[config.mk]
export PLATFORM = sky130hd
export DESIGN_NAME = rr_arbiter
export DESIGN_NICKNAME = d
export VERILOG_FILES = /design/src/hw/tcdm_pkg.sv /design/src/hw/lzc.sv /design/src/hw/rr_arbiter.sv
export SDC_FILE = /design/constraint.sdc
export NUM_CORES = 1
export LEC_CHECK = 0
export ABC_AREA = 1
export CORE_AREA = 3 3 99 101
export CTS_BUF_LIST = sky130_fd_sc_hd__clkbuf_4
export DETAILED_ROUTE_END_ITERATION = 8
export DIE_AREA = 0 0 102 104
export DONT_BUFFER_PORTS = 1
export GPL_TIMING_DRIVEN = 1
export PLACE_DENSITY_LB_ADDON = 0.15
export SYNTH_ARGS = -nofsm -noshare
export SYNTH_HDL_FRONTEND = slang
export SYNTH_SLANG_ARGS = --single-unit
[constraint.sdc]
create_clock -name clk -period 1.4 [get_ports clk]
set_input_delay 0.28 -clock clk [delete_from_list [all_inputs] [get_ports clk]]
set_output_delay 0.28 -clock clk [all_outputs]
set_load 0.05 [all_outputs]
[src/hw/tcdm_pkg.sv]
package tcdm_pkg;

  // width of one memory word
  localparam int unsigned DATA_W = 32;
  // requesters drive a full word address and the bank keeps only the low bits it needs
  localparam int unsigned ADDR_W = 16;
  // enough id bits for up to 16 requester ports
  localparam int unsigned ID_W = 4;

  typedef logic [DATA_W-1:0] data_t;
  typedef logic [ADDR_W-1:0] addr_t;
  typedef logic [ID_W-1:0]   port_id_t;

  // command held stable by one requester while its req is high
  typedef struct packed {
    logic  we;
    addr_t addr;
    data_t wdata;
  } mem_cmd_t;

  // the winning command as seen by the bank, tagged with the winner's port id
  typedef struct packed {
    logic     valid;
    logic     we;
    addr_t    addr;
    data_t    wdata;
    port_id_t id;
  } bank_req_t;

  // read response, broadcast to every requester
  // each port keeps it only when id matches its own index
  typedef struct packed {
    logic     valid;
    port_id_t id;
    data_t    rdata;
  } mem_rsp_t;

endpackage : tcdm_pkg

[src/hw/lzc.sv]
// counts zeros from one end of the input vector
// with MODE 0 it counts trailing zeros from the lsb, with MODE 1 leading zeros from the msb
module lzc #(
  parameter int unsigned WIDTH = 2,
  parameter int unsigned MODE  = 0,
  localparam int unsigned CNT_W = (WIDTH > 1) ? $clog2(WIDTH) : 1
) (
  input  logic [WIDTH-1:0] in,
  output logic [CNT_W-1:0] cnt,
  output logic             empty
);

  // depth of the select tree, one level per count bit
  localparam int unsigned LEVELS = $clog2(WIDTH);

  // a zero-width counter has no meaning, stop elaboration
  if (WIDTH == 0) begin : g_width_check
    $fatal(1, "lzc: WIDTH must be at least one bit");
  end

  // the tree always searches from bit 0, so leading mode mirrors the input first
  logic [WIDTH-1:0] vec;

  for (genvar i = 0; i < WIDTH; i++) begin : g_flip
    assign vec[i] = (MODE != 0) ? in[WIDTH-1-i] : in[i];
  end

  if (LEVELS == 0) begin : g_single_bit
    // one input bit has only index zero
    assign cnt   = '0;
    assign empty = ~vec[0];
  end else begin : g_tree
    // nodes are stored heap style, node n has children 2n+1 and 2n+2
    localparam int unsigned NODES = 2 ** LEVELS - 1;

    // node_sel says some bit below this node is set
    logic [NODES-1:0]             node_sel;
    // node_idx is the lowest set bit index below this node
    logic [NODES-1:0][LEVELS-1:0] node_idx;

    for (genvar lvl = 0; lvl < LEVELS; lvl++) begin : g_lvl
      for (genvar k = 0; k < 2 ** lvl; k++) begin : g_node
        localparam int unsigned N = 2 ** lvl - 1 + k;

        if (lvl == LEVELS - 1) begin : g_leaf
          // bottom nodes each cover two input bits
          localparam int unsigned LO = 2 * k;

          if (LO + 1 < WIDTH) begin : g_pair
            assign node_sel[N] = vec[LO] | vec[LO+1];
            // the lower bit wins when both are set
            assign node_idx[N] = vec[LO] ? LEVELS'(LO) : LEVELS'(LO + 1);
          end else if (LO < WIDTH) begin : g_odd
            // odd width leaves the last leaf with only one real bit
            assign node_sel[N] = vec[LO];
            assign node_idx[N] = LEVELS'(LO);
          end else begin : g_pad
            // padding leaves beyond the input never select
            assign node_sel[N] = 1'b0;
            assign node_idx[N] = '0;
          end
        end else begin : g_inner
          localparam int unsigned C = 2 * N + 1;

          // prefer the left child, it covers the lower bit indices
          assign node_sel[N] = node_sel[C] | node_sel[C+1];
          assign node_idx[N] = node_sel[C] ? node_idx[C] : node_idx[C+1];
        end
      end
    end

    // the root holds the answer for the whole vector
    assign cnt   = node_idx[0];
    assign empty = ~node_sel[0];
  end

endmodule : lzc

[src/hw/rr_arbiter.sv]
// round-robin arbiter in front of the single-port bank
// grant is combinational, the priority pointer moves one past the winner after each grant
module rr_arbiter #(
  parameter int unsigned NUM_PORTS = 4
) (
  input  logic                                 clk,
  input  logic                                 rst_n,
  input  logic [NUM_PORTS-1:0]                 req,
  input  tcdm_pkg::mem_cmd_t [NUM_PORTS-1:0]   cmd,
  output logic [NUM_PORTS-1:0]                 gnt,
  output tcdm_pkg::bank_req_t                  bank_req
);

  localparam int unsigned IDX_W = $clog2(NUM_PORTS);

  // port with the highest priority in the current cycle
  logic [IDX_W-1:0]     ptr;
  logic [IDX_W-1:0]     ptr_next;

  // thermometer mask of ports at or above the pointer
  logic [NUM_PORTS-1:0] mask;
  logic [NUM_PORTS-1:0] req_masked;

  logic [IDX_W-1:0]     idx_masked;
  logic [IDX_W-1:0]     idx_all;
  logic                 empty_masked;
  logic                 empty_all;
  logic [IDX_W-1:0]     winner;

  assign mask       = {NUM_PORTS{1'b1}} << ptr;
  assign req_masked = req & mask;

  // first requester at or above the pointer
  lzc #(
    .WIDTH (NUM_PORTS),
    .MODE  (0)
  ) u_lzc_masked (
    .in    (req_masked),
    .cnt   (idx_masked),
    .empty (empty_masked)
  );

  // first requester overall, used when nobody at or above the pointer asks,
  // which is the wrap-around case
  lzc #(
    .WIDTH (NUM_PORTS),
    .MODE  (0)
  ) u_lzc_all (
    .in    (req),
    .cnt   (idx_all),
    .empty (empty_all)
  );

  assign winner = empty_masked ? idx_all : idx_masked;

  // one-hot grant, all zero when no port requests
  assign gnt = empty_all ? '0 : (NUM_PORTS'(1) << winner);

  // the winner's command goes to the bank together with its port id
  always_comb begin
    bank_req.valid = |gnt;
    bank_req.we    = cmd[winner].we;
    bank_req.addr  = cmd[winner].addr;
    bank_req.wdata = cmd[winner].wdata;
    bank_req.id    = tcdm_pkg::port_id_t'(winner);
  end

  // wrap explicitly, NUM_PORTS need not be a power of two
  assign ptr_next = (winner == IDX_W'(NUM_PORTS - 1)) ? '0 : winner + IDX_W'(1);

  // after reset port 0 has the highest priority
  always_ff @(posedge clk) begin
    if (!rst_n) begin
      ptr <= '0;
    end else if (|gnt) begin
      ptr <= ptr_next;
    end
  end

endmodule : rr_arbiter

==> impl_metrics.py, run 1 <==
metrics = {
    "drt": {
        "routed_wl_mm": 11.1,
        "drt-wirelength-per-cell_um": 15.7,
        "post-route-drc-count": 0,
        "drt_pass1_iterations": 4,
        "drtAntennaViolNets": 0,
        "drtIter0Drc": 83,
        "dr_total_vias": 3359,
        "post_drt_via_cell_ratio": 4.75,
    },
    "power": {
        "vdd_drop_max_mv": 0.628,
        "power_uw": 5970,
        "p_leak_uw": 0.00254,
        "powerDensity_nw_per_um2": 1350,
    },
    "worst_setup_path": {
        "cp.required_ps": 1120,
        "reg2reg_from": "ptr[0]",
        "worst-path-max-fanout": 10,
        "reg2reg_depth": 12,
        "critPathArrivalTime_ps": 1720,
        "worst_r2r_endpoint": "ptr[1]",
        "cp-end-kind": "output pin",
        "worstSetupStartpointType": "register",
        "critPathKind": "reg -> out",
        "r2r_slack_ps": -90,
    },
    "final_layout": {
        "largest_reg_flops": 2,
        "syn_to_final_growth_pct": 77.7,
        "nFillCells": 917,
        "final_layout_size_suffix_gt1_share_pct": 52.0,
        "insertedDiodeCount": 0,
        "final_nets": 800,
        "top_register": "ptr",
        "layout_commonest_cell": "nand2_1",
        "final_cell_mix": "175 x nand2_1, 127 x nand2_2, 104 x inv_1",
        "reg.largest.list": "ptr: 2 flops",
        "final_area_um2": 4410,
    },
    "timing": {
        "hold_slack_ps": 159,
        "fin_crit_sh_pct": 143,
        "hold_viol": 0,
        "setup_slack_ps": -599,
        "skew_ps": 2.98,
        "slew_violations": 0,
        "finalCriticalPeriod_ps": 2000,
        "rsz0062_at_grt": "true",
        "fmax_ghz": 0.500,
        "final-setup-viol-count": 56,
    },
    "cts": {
        "clk_path_buf_depth": 2,
        "clk_pin_slew_ps": 30,
        "cts.htree.levels": 1,
        "clock_latency_ps": 230,
        "clkSinkCount": 2,
        "tritoncts": "done",
        "root_buffer": "clkbuf_4",
        "cts_buffers": 3,
    },
    "run": {
        "maxCapViolCount": 0,
    },
    "synthesis": {
        "yosysUniqueCellTypes": 17,
        "synth_area_per_cell_um2": 4.35,
        "synth_area_leader_cell": "nand2_1",
        "synth_area_leaders": "nand2_1 50%, inv_1 16%, nand3_1 11%",
        "syn_area_um2": 2480,
        "synth-seq-cells": 2,
        "synth_top_area_share_pct": 50.1,
        "ys_seq_area_share_pct": 1.61,
        "synthCells": 571,
        "yosys_warnings": 0,
    },
    "floorplanning": {
        "die_y_um": 104,
        "rows": 35,
        "die_area_um2": 10600,
        "ioPinCount": 260,
        "core-area_um2": 9110,
        "die_w_um": 102,
        "start_util_pct": 27.2,
    },
    "min_path": {
        "min_path_type": "in -> reg",
        "hp-start": "rst_n",
        "whs_endpoint": "ptr[0]",
        "holdPathStages": 2,
    },
    "grt": {
        "grt-ovfl-total": 0,
        "grt_pass1_vias": 3322,
        "grt_use_total_pct": 18.3,
        "grt_pass1_wl_mm": 15.8,
        "antenna_found_initial": 0,
        "grt_max_degree": 22,
    },
    "run_status": {
        "failed_checks": "setup timing",
        "status": "complete, but fails checks",
    },
    "place": {
        "place.gp.congestion": 0.771,
        "post-dp-hpwl_mm": 8.06,
        "io_buffers": 0,
        "placed_cell_area_um2": 3330,
    },
}
[critical path, cell delays in order (launching register included)]
cell and delay, ps:
dfxtp_2 330, inv_2 40, nand2_2 60, nand2_2 70
nand2_4 110, nand2_2 70, nand2_2 70, nand2_4 70
buf_12 150, clkbuf_16 160, nand2_1 70, nand3_2 90
nand2_4 170
[Yosys cell counts]
master / instances
buf_2: 16
nor3_1: 2
buf_1: 2
inv_2: 4
clkbuf_1: 3
buf_8: 1
nor2_1: 3
nand2_2: 33
nand3_1: 55
dfxtp_1: 2
buf_12: 5
buf_6: 4
nand2_1: 331
buf_4: 2
inv_1: 106
o21ai_1: 1
conb_1: 1
[cell type report]
class | count | area (um2) | area share (%)
multi-input cells | 429 | 2860 | 65.0
flip-flops and latches | 2 | 42.5 | 0.965
well taps | 111 | 139 | 3.15
inverters | 110 | 433 | 9.82
clock buffers | 3 | 22.5 | 0.511
repair buffers | 52 | 907 | 20.6
[logic make-up after synthesis]
| kind of cell | synth area share [%] |
|---|---|
| AOI/OAI and AO/OA | 0.202 |
| and+or+nand+nor | 70.3 |
| DFF | 1.61 |
| buffers and inverters | 27.7 |
| other | 0.151 |
[per-stage QoR]
step	instances	setup TNS (ps)	setup WS, ps	utilization [%]
floorplan	572	-10860	-224	-
CTS	697	-29060	-566	44.3
global route	707	-35930	-697	48.4
finish	707	-30930	-599	48.4
global placement	681	-18780	-389	36.6
detailed placement	681	-20950	-425	36.6
[how the worst max path moves through the flow]
stage          startpoint           end
5_1_grt            ptr[0]  bank_req[20]
6_report           ptr[0]  bank_req[10]
3_5_place_dp       ptr[1]  bank_req[33]
2_1_floorplan      ptr[0]  bank_req[21]
3_3_place_gp       ptr[0]  bank_req[51]
4_1_cts            ptr[0]        gnt[3]
[where the power goes]
part	switching, uW	leakage (uW)	internal, uW
combinational	3820	0.00251	1930
clock	37.5	0.0000138	95.1
sequential	8.31	0.0000172	69.2
total	3870	0.00254	2100
[routing by layer]
layer / routed length [um] / global-route usage (%)
met2: 5940 / 35.4
met1: 4160 / 20.1
met4: 143 / 4.12
met3: 851 / 3.29
met5: 0 / 0
[timing repair]
item,4_1_cts,5_1_grt
resized for setup,119,52
setup buffers,7,2
pin swaps,52,24
hold buffers,0,0
setup endpoints to repair,57,58
gates cloned,6,8
endpoints found under the hold margin,0,0
(Power assumes the default switching activity.)
==> run 2, diff against run 1 <==
--- a/config.mk
+++ b/config.mk
@@ -6,13 +6,14 @@
 export NUM_CORES = 1
 export LEC_CHECK = 0
 export ABC_AREA = 1
-export CORE_AREA = 3 3 99 101
+export CORE_AREA = 3 3 100 102
 export CTS_BUF_LIST = sky130_fd_sc_hd__clkbuf_4
 export DETAILED_ROUTE_END_ITERATION = 8
-export DIE_AREA = 0 0 102 104
+export DIE_AREA = 0 0 103 105
 export DONT_BUFFER_PORTS = 1
 export GPL_TIMING_DRIVEN = 1
 export PLACE_DENSITY_LB_ADDON = 0.15
 export SYNTH_ARGS = -nofsm -noshare
 export SYNTH_HDL_FRONTEND = slang
+export SYNTH_HIERARCHICAL = 1
 export SYNTH_SLANG_ARGS = --single-unit
==> run 2 against run 1 <==
  * The flow still finishes with violations (setup timing)
  * Global-route usage is 0.79 points higher
  * Clock power shrank 5%
  * Utilization shrank 3.3 points
  * Via count increased by 19%
  * Register-to-register slack got worse by 330 ps
  * Clock skew rose by 1.1 ps
  * Sequential share of layout area is 0.061 points higher
  * Critical path type unchanged
  * Highest routed layer unchanged
==> impl_metrics.py, run 2 <==
metrics = {
    "drt": {
        "routed_wl_mm": 12.1,
        "drt-wirelength-per-cell_um": 16.0,
        "drtIter0Drc": 223,
        "dr_total_vias": 3981,
        "top_layer": "met4",
        "post_drt_via_cell_ratio": 5.27,
        "drt_pass1_iterations": 5,
        "met3_length_mm": 1.02,
        "post-route-drc-count": 0,
        "drtAntennaViolNets": 0,
        "m1WireLength_mm": 4.66,
        "met2RoutedLength_mm": 6.22,
    },
    "cts": {
        "tritoncts": "done",
        "clk_path_buf_depth": 2,
        "cts_buffers": 3,
        "cts.htree.levels": 1,
        "clock_latency_ps": 220,
        "clkSinkCount": 2,
        "clk_pin_slew_ps": 30,
        "root_buffer": "clkbuf_4",
        "cts-hold-fix-buffers": 0,
    },
    "worst_setup_path": {
        "worstSetupStartpointType": "register",
        "worst-path-max-fanout": 5,
        "r2r_slack_ps": -420,
        "critPathKind": "reg -> out",
        "cp-end-kind": "output pin",
        "worst_r2r_endpoint": "ptr[0]",
        "reg2reg_from": "ptr[1]",
        "cp.required_ps": 1120,
        "critPathArrivalTime_ps": 1910,
        "reg2reg_depth": 13,
    },
    "grt": {
        "grt_max_degree": 53,
        "grt_use_total_pct": 19.1,
        "grt_pass1_vias": 3489,
        "grt-ovfl-total": 0,
        "antenna_found_initial": 0,
        "grt_pass1_wl_mm": 16.8,
    },
    "synthesis": {
        "syn_area_um2": 2860,
        "synth_area_leaders": "nand3_1 43%, inv_1 28%, nand2_1 14%",
        "synthFlopType": "dfxtp_1",
        "synth_area_leader_cell": "nand3_1",
        "yosys_warnings": 6,
        "synth_top_area_share_pct": 42.9,
        "synth-seq-cells": 2,
        "synth.most_common_cell": "nand3_1",
        "synth_edf_count": 0,
        "yosys-top-cells-count": "245 x nand3_1, 214 x inv_1, 107 x nand2_1, 23 x clkbuf_1, 17 x buf_2",
        "yosysUniqueCellTypes": 21,
        "ys_seq_area_share_pct": 1.40,
        "synth_area_per_cell_um2": 4.44,
        "synthCells": 645,
        "async_reset_ff_share_pct": 0,
    },
    "final_layout": {
        "layout_commonest_cell": "inv_1",
        "final_nets": 852,
        "reg.largest.list": "ptr: 2 flops",
        "stdcell_count": 755,
        "top_register": "ptr",
        "nFillCells": 1005,
        "syn_to_final_growth_pct": 44.9,
        "final_layout_size_suffix_gt1_share_pct": 25.8,
        "insertedDiodeCount": 0,
        "final_cell_mix": "210 x inv_1, 203 x nand3_1, 52 x nand2_1",
        "largest_reg_flops": 2,
    },
    "place": {
        "dp.cells": 745,
        "io_buffers": 0,
        "place.gp.congestion": 0.899,
        "post-dp-hpwl_mm": 8.98,
    },
    "run_status": {
        "failed_checks": "setup timing",
        "status": "complete, but fails checks",
    },
    "power": {
        "vdd_drop_max_mv": 0.969,
        "p_leak_uw": 0.00259,
        "powerDensity_nw_per_um2": 1970,
    },
    "timing": {
        "finalCriticalPeriod_ps": 2190,
        "slew_violations": 0,
        "fin_crit_sh_pct": 156,
        "fmax_ghz": 0.457,
        "rsz0062_at_grt": "true",
        "setup_slack_ps": -790,
        "hold_viol": 0,
        "hold_slack_ps": 160,
        "final-setup-viol-count": 57,
        "skew_ps": 4.09,
    },
    "floorplanning": {
        "start_util_pct": 31.1,
        "core-area_um2": 9200,
        "ioPinCount": 260,
        "die_w_um": 103,
        "die_area_um2": 10800,
        "rows": 35,
        "die_y_um": 105,
    },
    "min_path": {
        "whs_endpoint": "ptr[1]",
        "hp-start": "rst_n",
        "min_path_type": "in -> reg",
        "holdPathStages": 2,
    },
    "run": {
        "maxCapViolCount": 0,
    },
}
## run 2: cell count changes after synthesis, moves of 4 or more
| cell | previous run | this run |
|---|---|---|
| buf_12 | 5 | 0 |
| inv_1 | 106 | 214 |
| nand2_1 | 331 | 107 |
| nand3_1 | 55 | 245 |
| nor2_1 | 3 | 9 |
| clkbuf_1 | 3 | 23 |
| ha_1 | 0 | 4 |
| nand2_2 | 33 | 3 |
| buf_6 | 4 | 0 |
## run 2: how the worst max path moves through the flow
stage / from / endpoint / depth (start not counted)
after global placement: ptr[1] / gnt[3] / 11
after global routing: ptr[1] / gnt[1] / 12
after CTS: ptr[1] / gnt[1] / 12
after detailed placement: ptr[1] / gnt[3] / 11
after floorplan: req[0] / gnt[3] / 10
final: ptr[1] / gnt[1] / 12
## run 2: area by class of cell
class | instances | area (um2) | share of cell area [%]
Clock buffer | 3 | 22.5 | 0.543
Inverter | 217 | 817 | 19.7
Multi-Input combinational cell | 380 | 2510 | 60.6
Sequential cell | 2 | 42.5 | 1.03
Tap cell | 111 | 139 | 3.35
Timing Repair Buffer | 42 | 612 | 14.8
## run 2: metrics by stage
step,total power [uW],area (um2),setup WS [ps],TNS (ps),utilization [%]
after global placement,7450,3690,-571,-27950,40.2
after CTS,7970,3890,-776,-40540,42.3
final,8180,4150,-790,-40080,45.1
after global routing,8670,4150,-913,-47420,45.1
after floorplan,6270,3350,-487,-21130,-
after detailed placement,7500,3690,-615,-30060,40.2
## run 2: power breakdown
group | switching (uW) | total, uW | internal [uW]
clock | 32.0 | 126 | 94.5
combinational | 5780 | 7950 | 2180
sequential | 18.6 | 98.4 | 79.8
total | 5830 | 8180 | 2350
## run 2: timing repair
action | CTS | global route
buffers inserted | 2 | 3
gates resized for setup | 29 | 43
pin swaps | 4 | 6
gates cloned | 1 | 2
endpoints found under the setup margin | 57 | 57
## run 2: metal layers
metal	vias to the layer above	GRT usage, %
li1	1929	-
met1	1820	23.1
met2	220	34.4
met3	12	3.67
met4	0	3.98
met5	-	0
## run 2: cells by family (layout without fill, tap and decap cells)
| group | Yosys count | after routing | share of synthesized area (%) |
|---|---|---|---|
| buffers and inverters | 264 | 262 | 35.9 |
| other | 1 | 2 | 0.131 |
| adder cells (fa/ha/maj) | 4 | 4 | 1.75 |
| flip-flops | 2 | 2 | 1.40 |
| AND/OR/NAND/NOR | 367 | 367 | 59.4 |
| AO/OA/AOI/OAI | 7 | 7 | 1.40 |
## run 2: critical path, cell delays in order (launching register included)
cell and delay [ps]:
dfxtp_2 330, nor3b_2 200, inv_1 70, nand2_2 90
nor2_4 70, buf_6 130, nand2_8 120, nand2_8 80
buf_4 150, ha_1 200, inv_2 70, nor2_4 40
buf_12 140
==> run 3, diff against run 2 <==
--- a/config.mk
+++ b/config.mk
@@ -13,6 +13,7 @@
 export DONT_BUFFER_PORTS = 1
 export GPL_TIMING_DRIVEN = 1
 export PLACE_DENSITY_LB_ADDON = 0.15
+export REMOVE_ABC_BUFFERS = 1
 export SYNTH_ARGS = -nofsm -noshare
 export SYNTH_HDL_FRONTEND = slang
 export SYNTH_HIERARCHICAL = 1
==> run 3 against run 2 <==
  * The flow still finishes with violations (setup timing)
  * Cell area increased by 36%
  * Count of clock-buffer cells in the layout unchanged
  * First-iteration DRC count increased by 55%
  * Hold slack improved by 2.8 ps
  * Critical path depth decreased by 1
  * Non-clock buffer count increased by 77
  * Maximum frequency decreased by 2.9%
  * Combinational power increased by 53%
  * Flip-flop and latch count unchanged
  * Worst setup slack got worse by 65 ps
  * Global-route usage increased by 3.5 points
  * Die area unchanged
==> impl_metrics.py, run 3 (same netlist as run 2, synthesis figures left out) <==
metrics = {
    "run_status": {
        "failed_checks": "setup timing",
        "status": "complete, but fails checks",
    },
    "drt": {
        "met2RoutedLength_mm": 8.01,
        "top_layer": "met4",
        "met3_length_mm": 1.05,
        "drt_pass1_iterations": 5,
        "post-route-drc-count": 0,
        "drtIter0Drc": 346,
        "dr_total_vias": 4487,
        "routed_wl_mm": 15.0,
        "post_drt_via_cell_ratio": 5.39,
        "drt-wirelength-per-cell_um": 18.0,
        "m1WireLength_mm": 5.50,
        "drtAntennaViolNets": 0,
    },
    "floorplanning": {
        "die_area_um2": 10800,
        "die_w_um": 103,
        "start_util_pct": 31.1,
        "ioPinCount": 260,
        "rows": 35,
        "die_y_um": 105,
        "core-area_um2": 9200,
    },
    "timing": {
        "fin_crit_sh_pct": 161,
        "setup-tns-final_ps": -45720,
        "skew_ps": 5.03,
        "fmax_ghz": 0.443,
        "rsz0062_at_grt": "true",
        "hold_viol": 0,
        "slew_violations": 0,
        "final-setup-viol-count": 57,
        "finalCriticalPeriod_ps": 2250,
        "setup_slack_ps": -855,
    },
    "cts": {
        "tritoncts": "done",
        "clkSinkCount": 2,
        "cts.htree.levels": 1,
        "clk_path_buf_depth": 2,
        "clk_pin_slew_ps": 30,
        "cts_buffers": 3,
        "root_buffer": "clkbuf_4",
        "clock_latency_ps": 240,
    },
    "final_layout": {
        "layout_commonest_cell": "inv_1",
        "final_nets": 929,
        "ff_latch_area_um2": 47.5,
        "insertedDiodeCount": 0,
        "multi_input_area_um2": 2480,
        "reg.largest.list": "ptr: 2 flops",
        "final_cell_mix": "208 x inv_1, 177 x nand3_1, 68 x buf_12",
        "largest_reg_flops": 2,
        "final_area_um2": 5650,
        "syn_to_final_growth_pct": 97.6,
        "nFillCells": 831,
        "final_layout_size_suffix_gt1_share_pct": 38.3,
        "top_register": "ptr",
    },
    "worst_setup_path": {
        "worst-path-max-fanout": 7,
        "max_stage_delay_ps": 350,
        "critPathKind": "reg -> out",
        "critPathArrivalTime_ps": 1970,
        "cp_cell_sequence": "nor3b_4, inv_2, nand2_4, nor2_4, buf_6, o21ai_4, buf_8, clkbuf_16, nand3_2, nand2_2, buf_12",
        "cp_slowest_cell": "dfxtp_4",
        "cp-end-kind": "output pin",
        "worstSetupStartpointType": "register",
        "cp.required_ps": 1120,
    },
    "grt": {
        "grt-ovfl-total": 0,
        "grt_max_degree": 48,
        "grt_pass1_wl_mm": 19.8,
        "antenna_found_initial": 0,
        "grt_use_total_pct": 22.6,
        "grt_pass1_vias": 4143,
    },
    "power": {
        "sw_frac_of_total_pct": 54.1,
        "powerDensity_nw_per_um2": 2200,
        "p_sw_uw": 6730,
        "p_int_uw": 5710,
        "p_clk_share_pct": 1.1,
        "vdd_drop_max_mv": 1.16,
        "power_uw": 12400,
        "combPwrFrac_pct": 98.0,
        "pwr-share-seq_pct": 0.9,
        "p_leak_uw": 0.00331,
    },
    "run": {
        "maxCapViolCount": 0,
    },
    "place": {
        "pre_cts_ws_ps": -731,
        "place.gp.congestion": 0.815,
        "placed_cell_area_um2": 4280,
        "post-dp-hpwl_mm": 8.80,
        "io_buffers": 0,
    },
    "min_path": {
        "min_path_type": "in -> reg",
    },
}
[run 3: changes by cell type in the layout (fill, tap and decap cells not counted), sizes merged]
cell,change
buf,+70
clkbuf,+7
[run 3: final timing paths]
path / startpoint / endpoint / slack, ps / depth (start not counted)
worst max-delay path: ptr[0] / bank_req[45] / -850 / 11
worst min-delay path: rst_n / ptr[1] / 160 / 2
worst max register to register: ptr[0] / ptr[1] / -340 / 10
worst min register to register: ptr[1] / ptr[1] / 540 / 2
[run 3: metal layers]
layer,vias to the layer above,GRT usage [%]
li1,2093,-
met1,2080,24.8
met2,276,43.7
met3,38,3.27
met4,0,5.92
met5,-,0
[run 3: area by class of cell]
type,count,share of cell area [%]
well taps,111,2.46
inverters,217,14.6
clock buffers,3,0.398
multi-input cells,380,43.8
repair buffers,119,37.9
flip-flops and latches,2,0.841
[run 3: repair_timing]
| item | in CTS | in global routing |
|---|---|---|
| gates resized for setup | 103 | 98 |
| endpoints found under the setup margin | 57 | 57 |
| gates cloned | 10 | 10 |
| pin swaps | 8 | 67 |
| hold buffers | 0 | 0 |
| endpoints found under the hold margin | 0 | 0 |
| buffers inserted | 12 | 2 |
[run 3: power by group through the flow]
stage                     sequential, uW  clock [uW]  combinational (uW)
final                                114         137               12200
after global routing                 118         152               12700
after CTS                           98.2         136               11100
after detailed placement            91.4           0                9590
after global placement              89.0           0                9510
after floorplan                     87.5           0                5000
[run 3: through the flow]
stage                     util, %  hold WS [ps]  cells
after floorplan                 -           416    599
after global placement       46.5           442    797
after detailed placement     46.5           439    797
after CTS                    54.3           154    822
after global routing         61.5           153    832
final                        61.5           163    832
[run 3: worst max-delay path: cells and delay by family (launching register included)]
family | cells | cell delay [ps]
simple gates | 5 | 530
compound gates | 1 | 170
buf+inv | 5 | 680
flops | 1 | 350
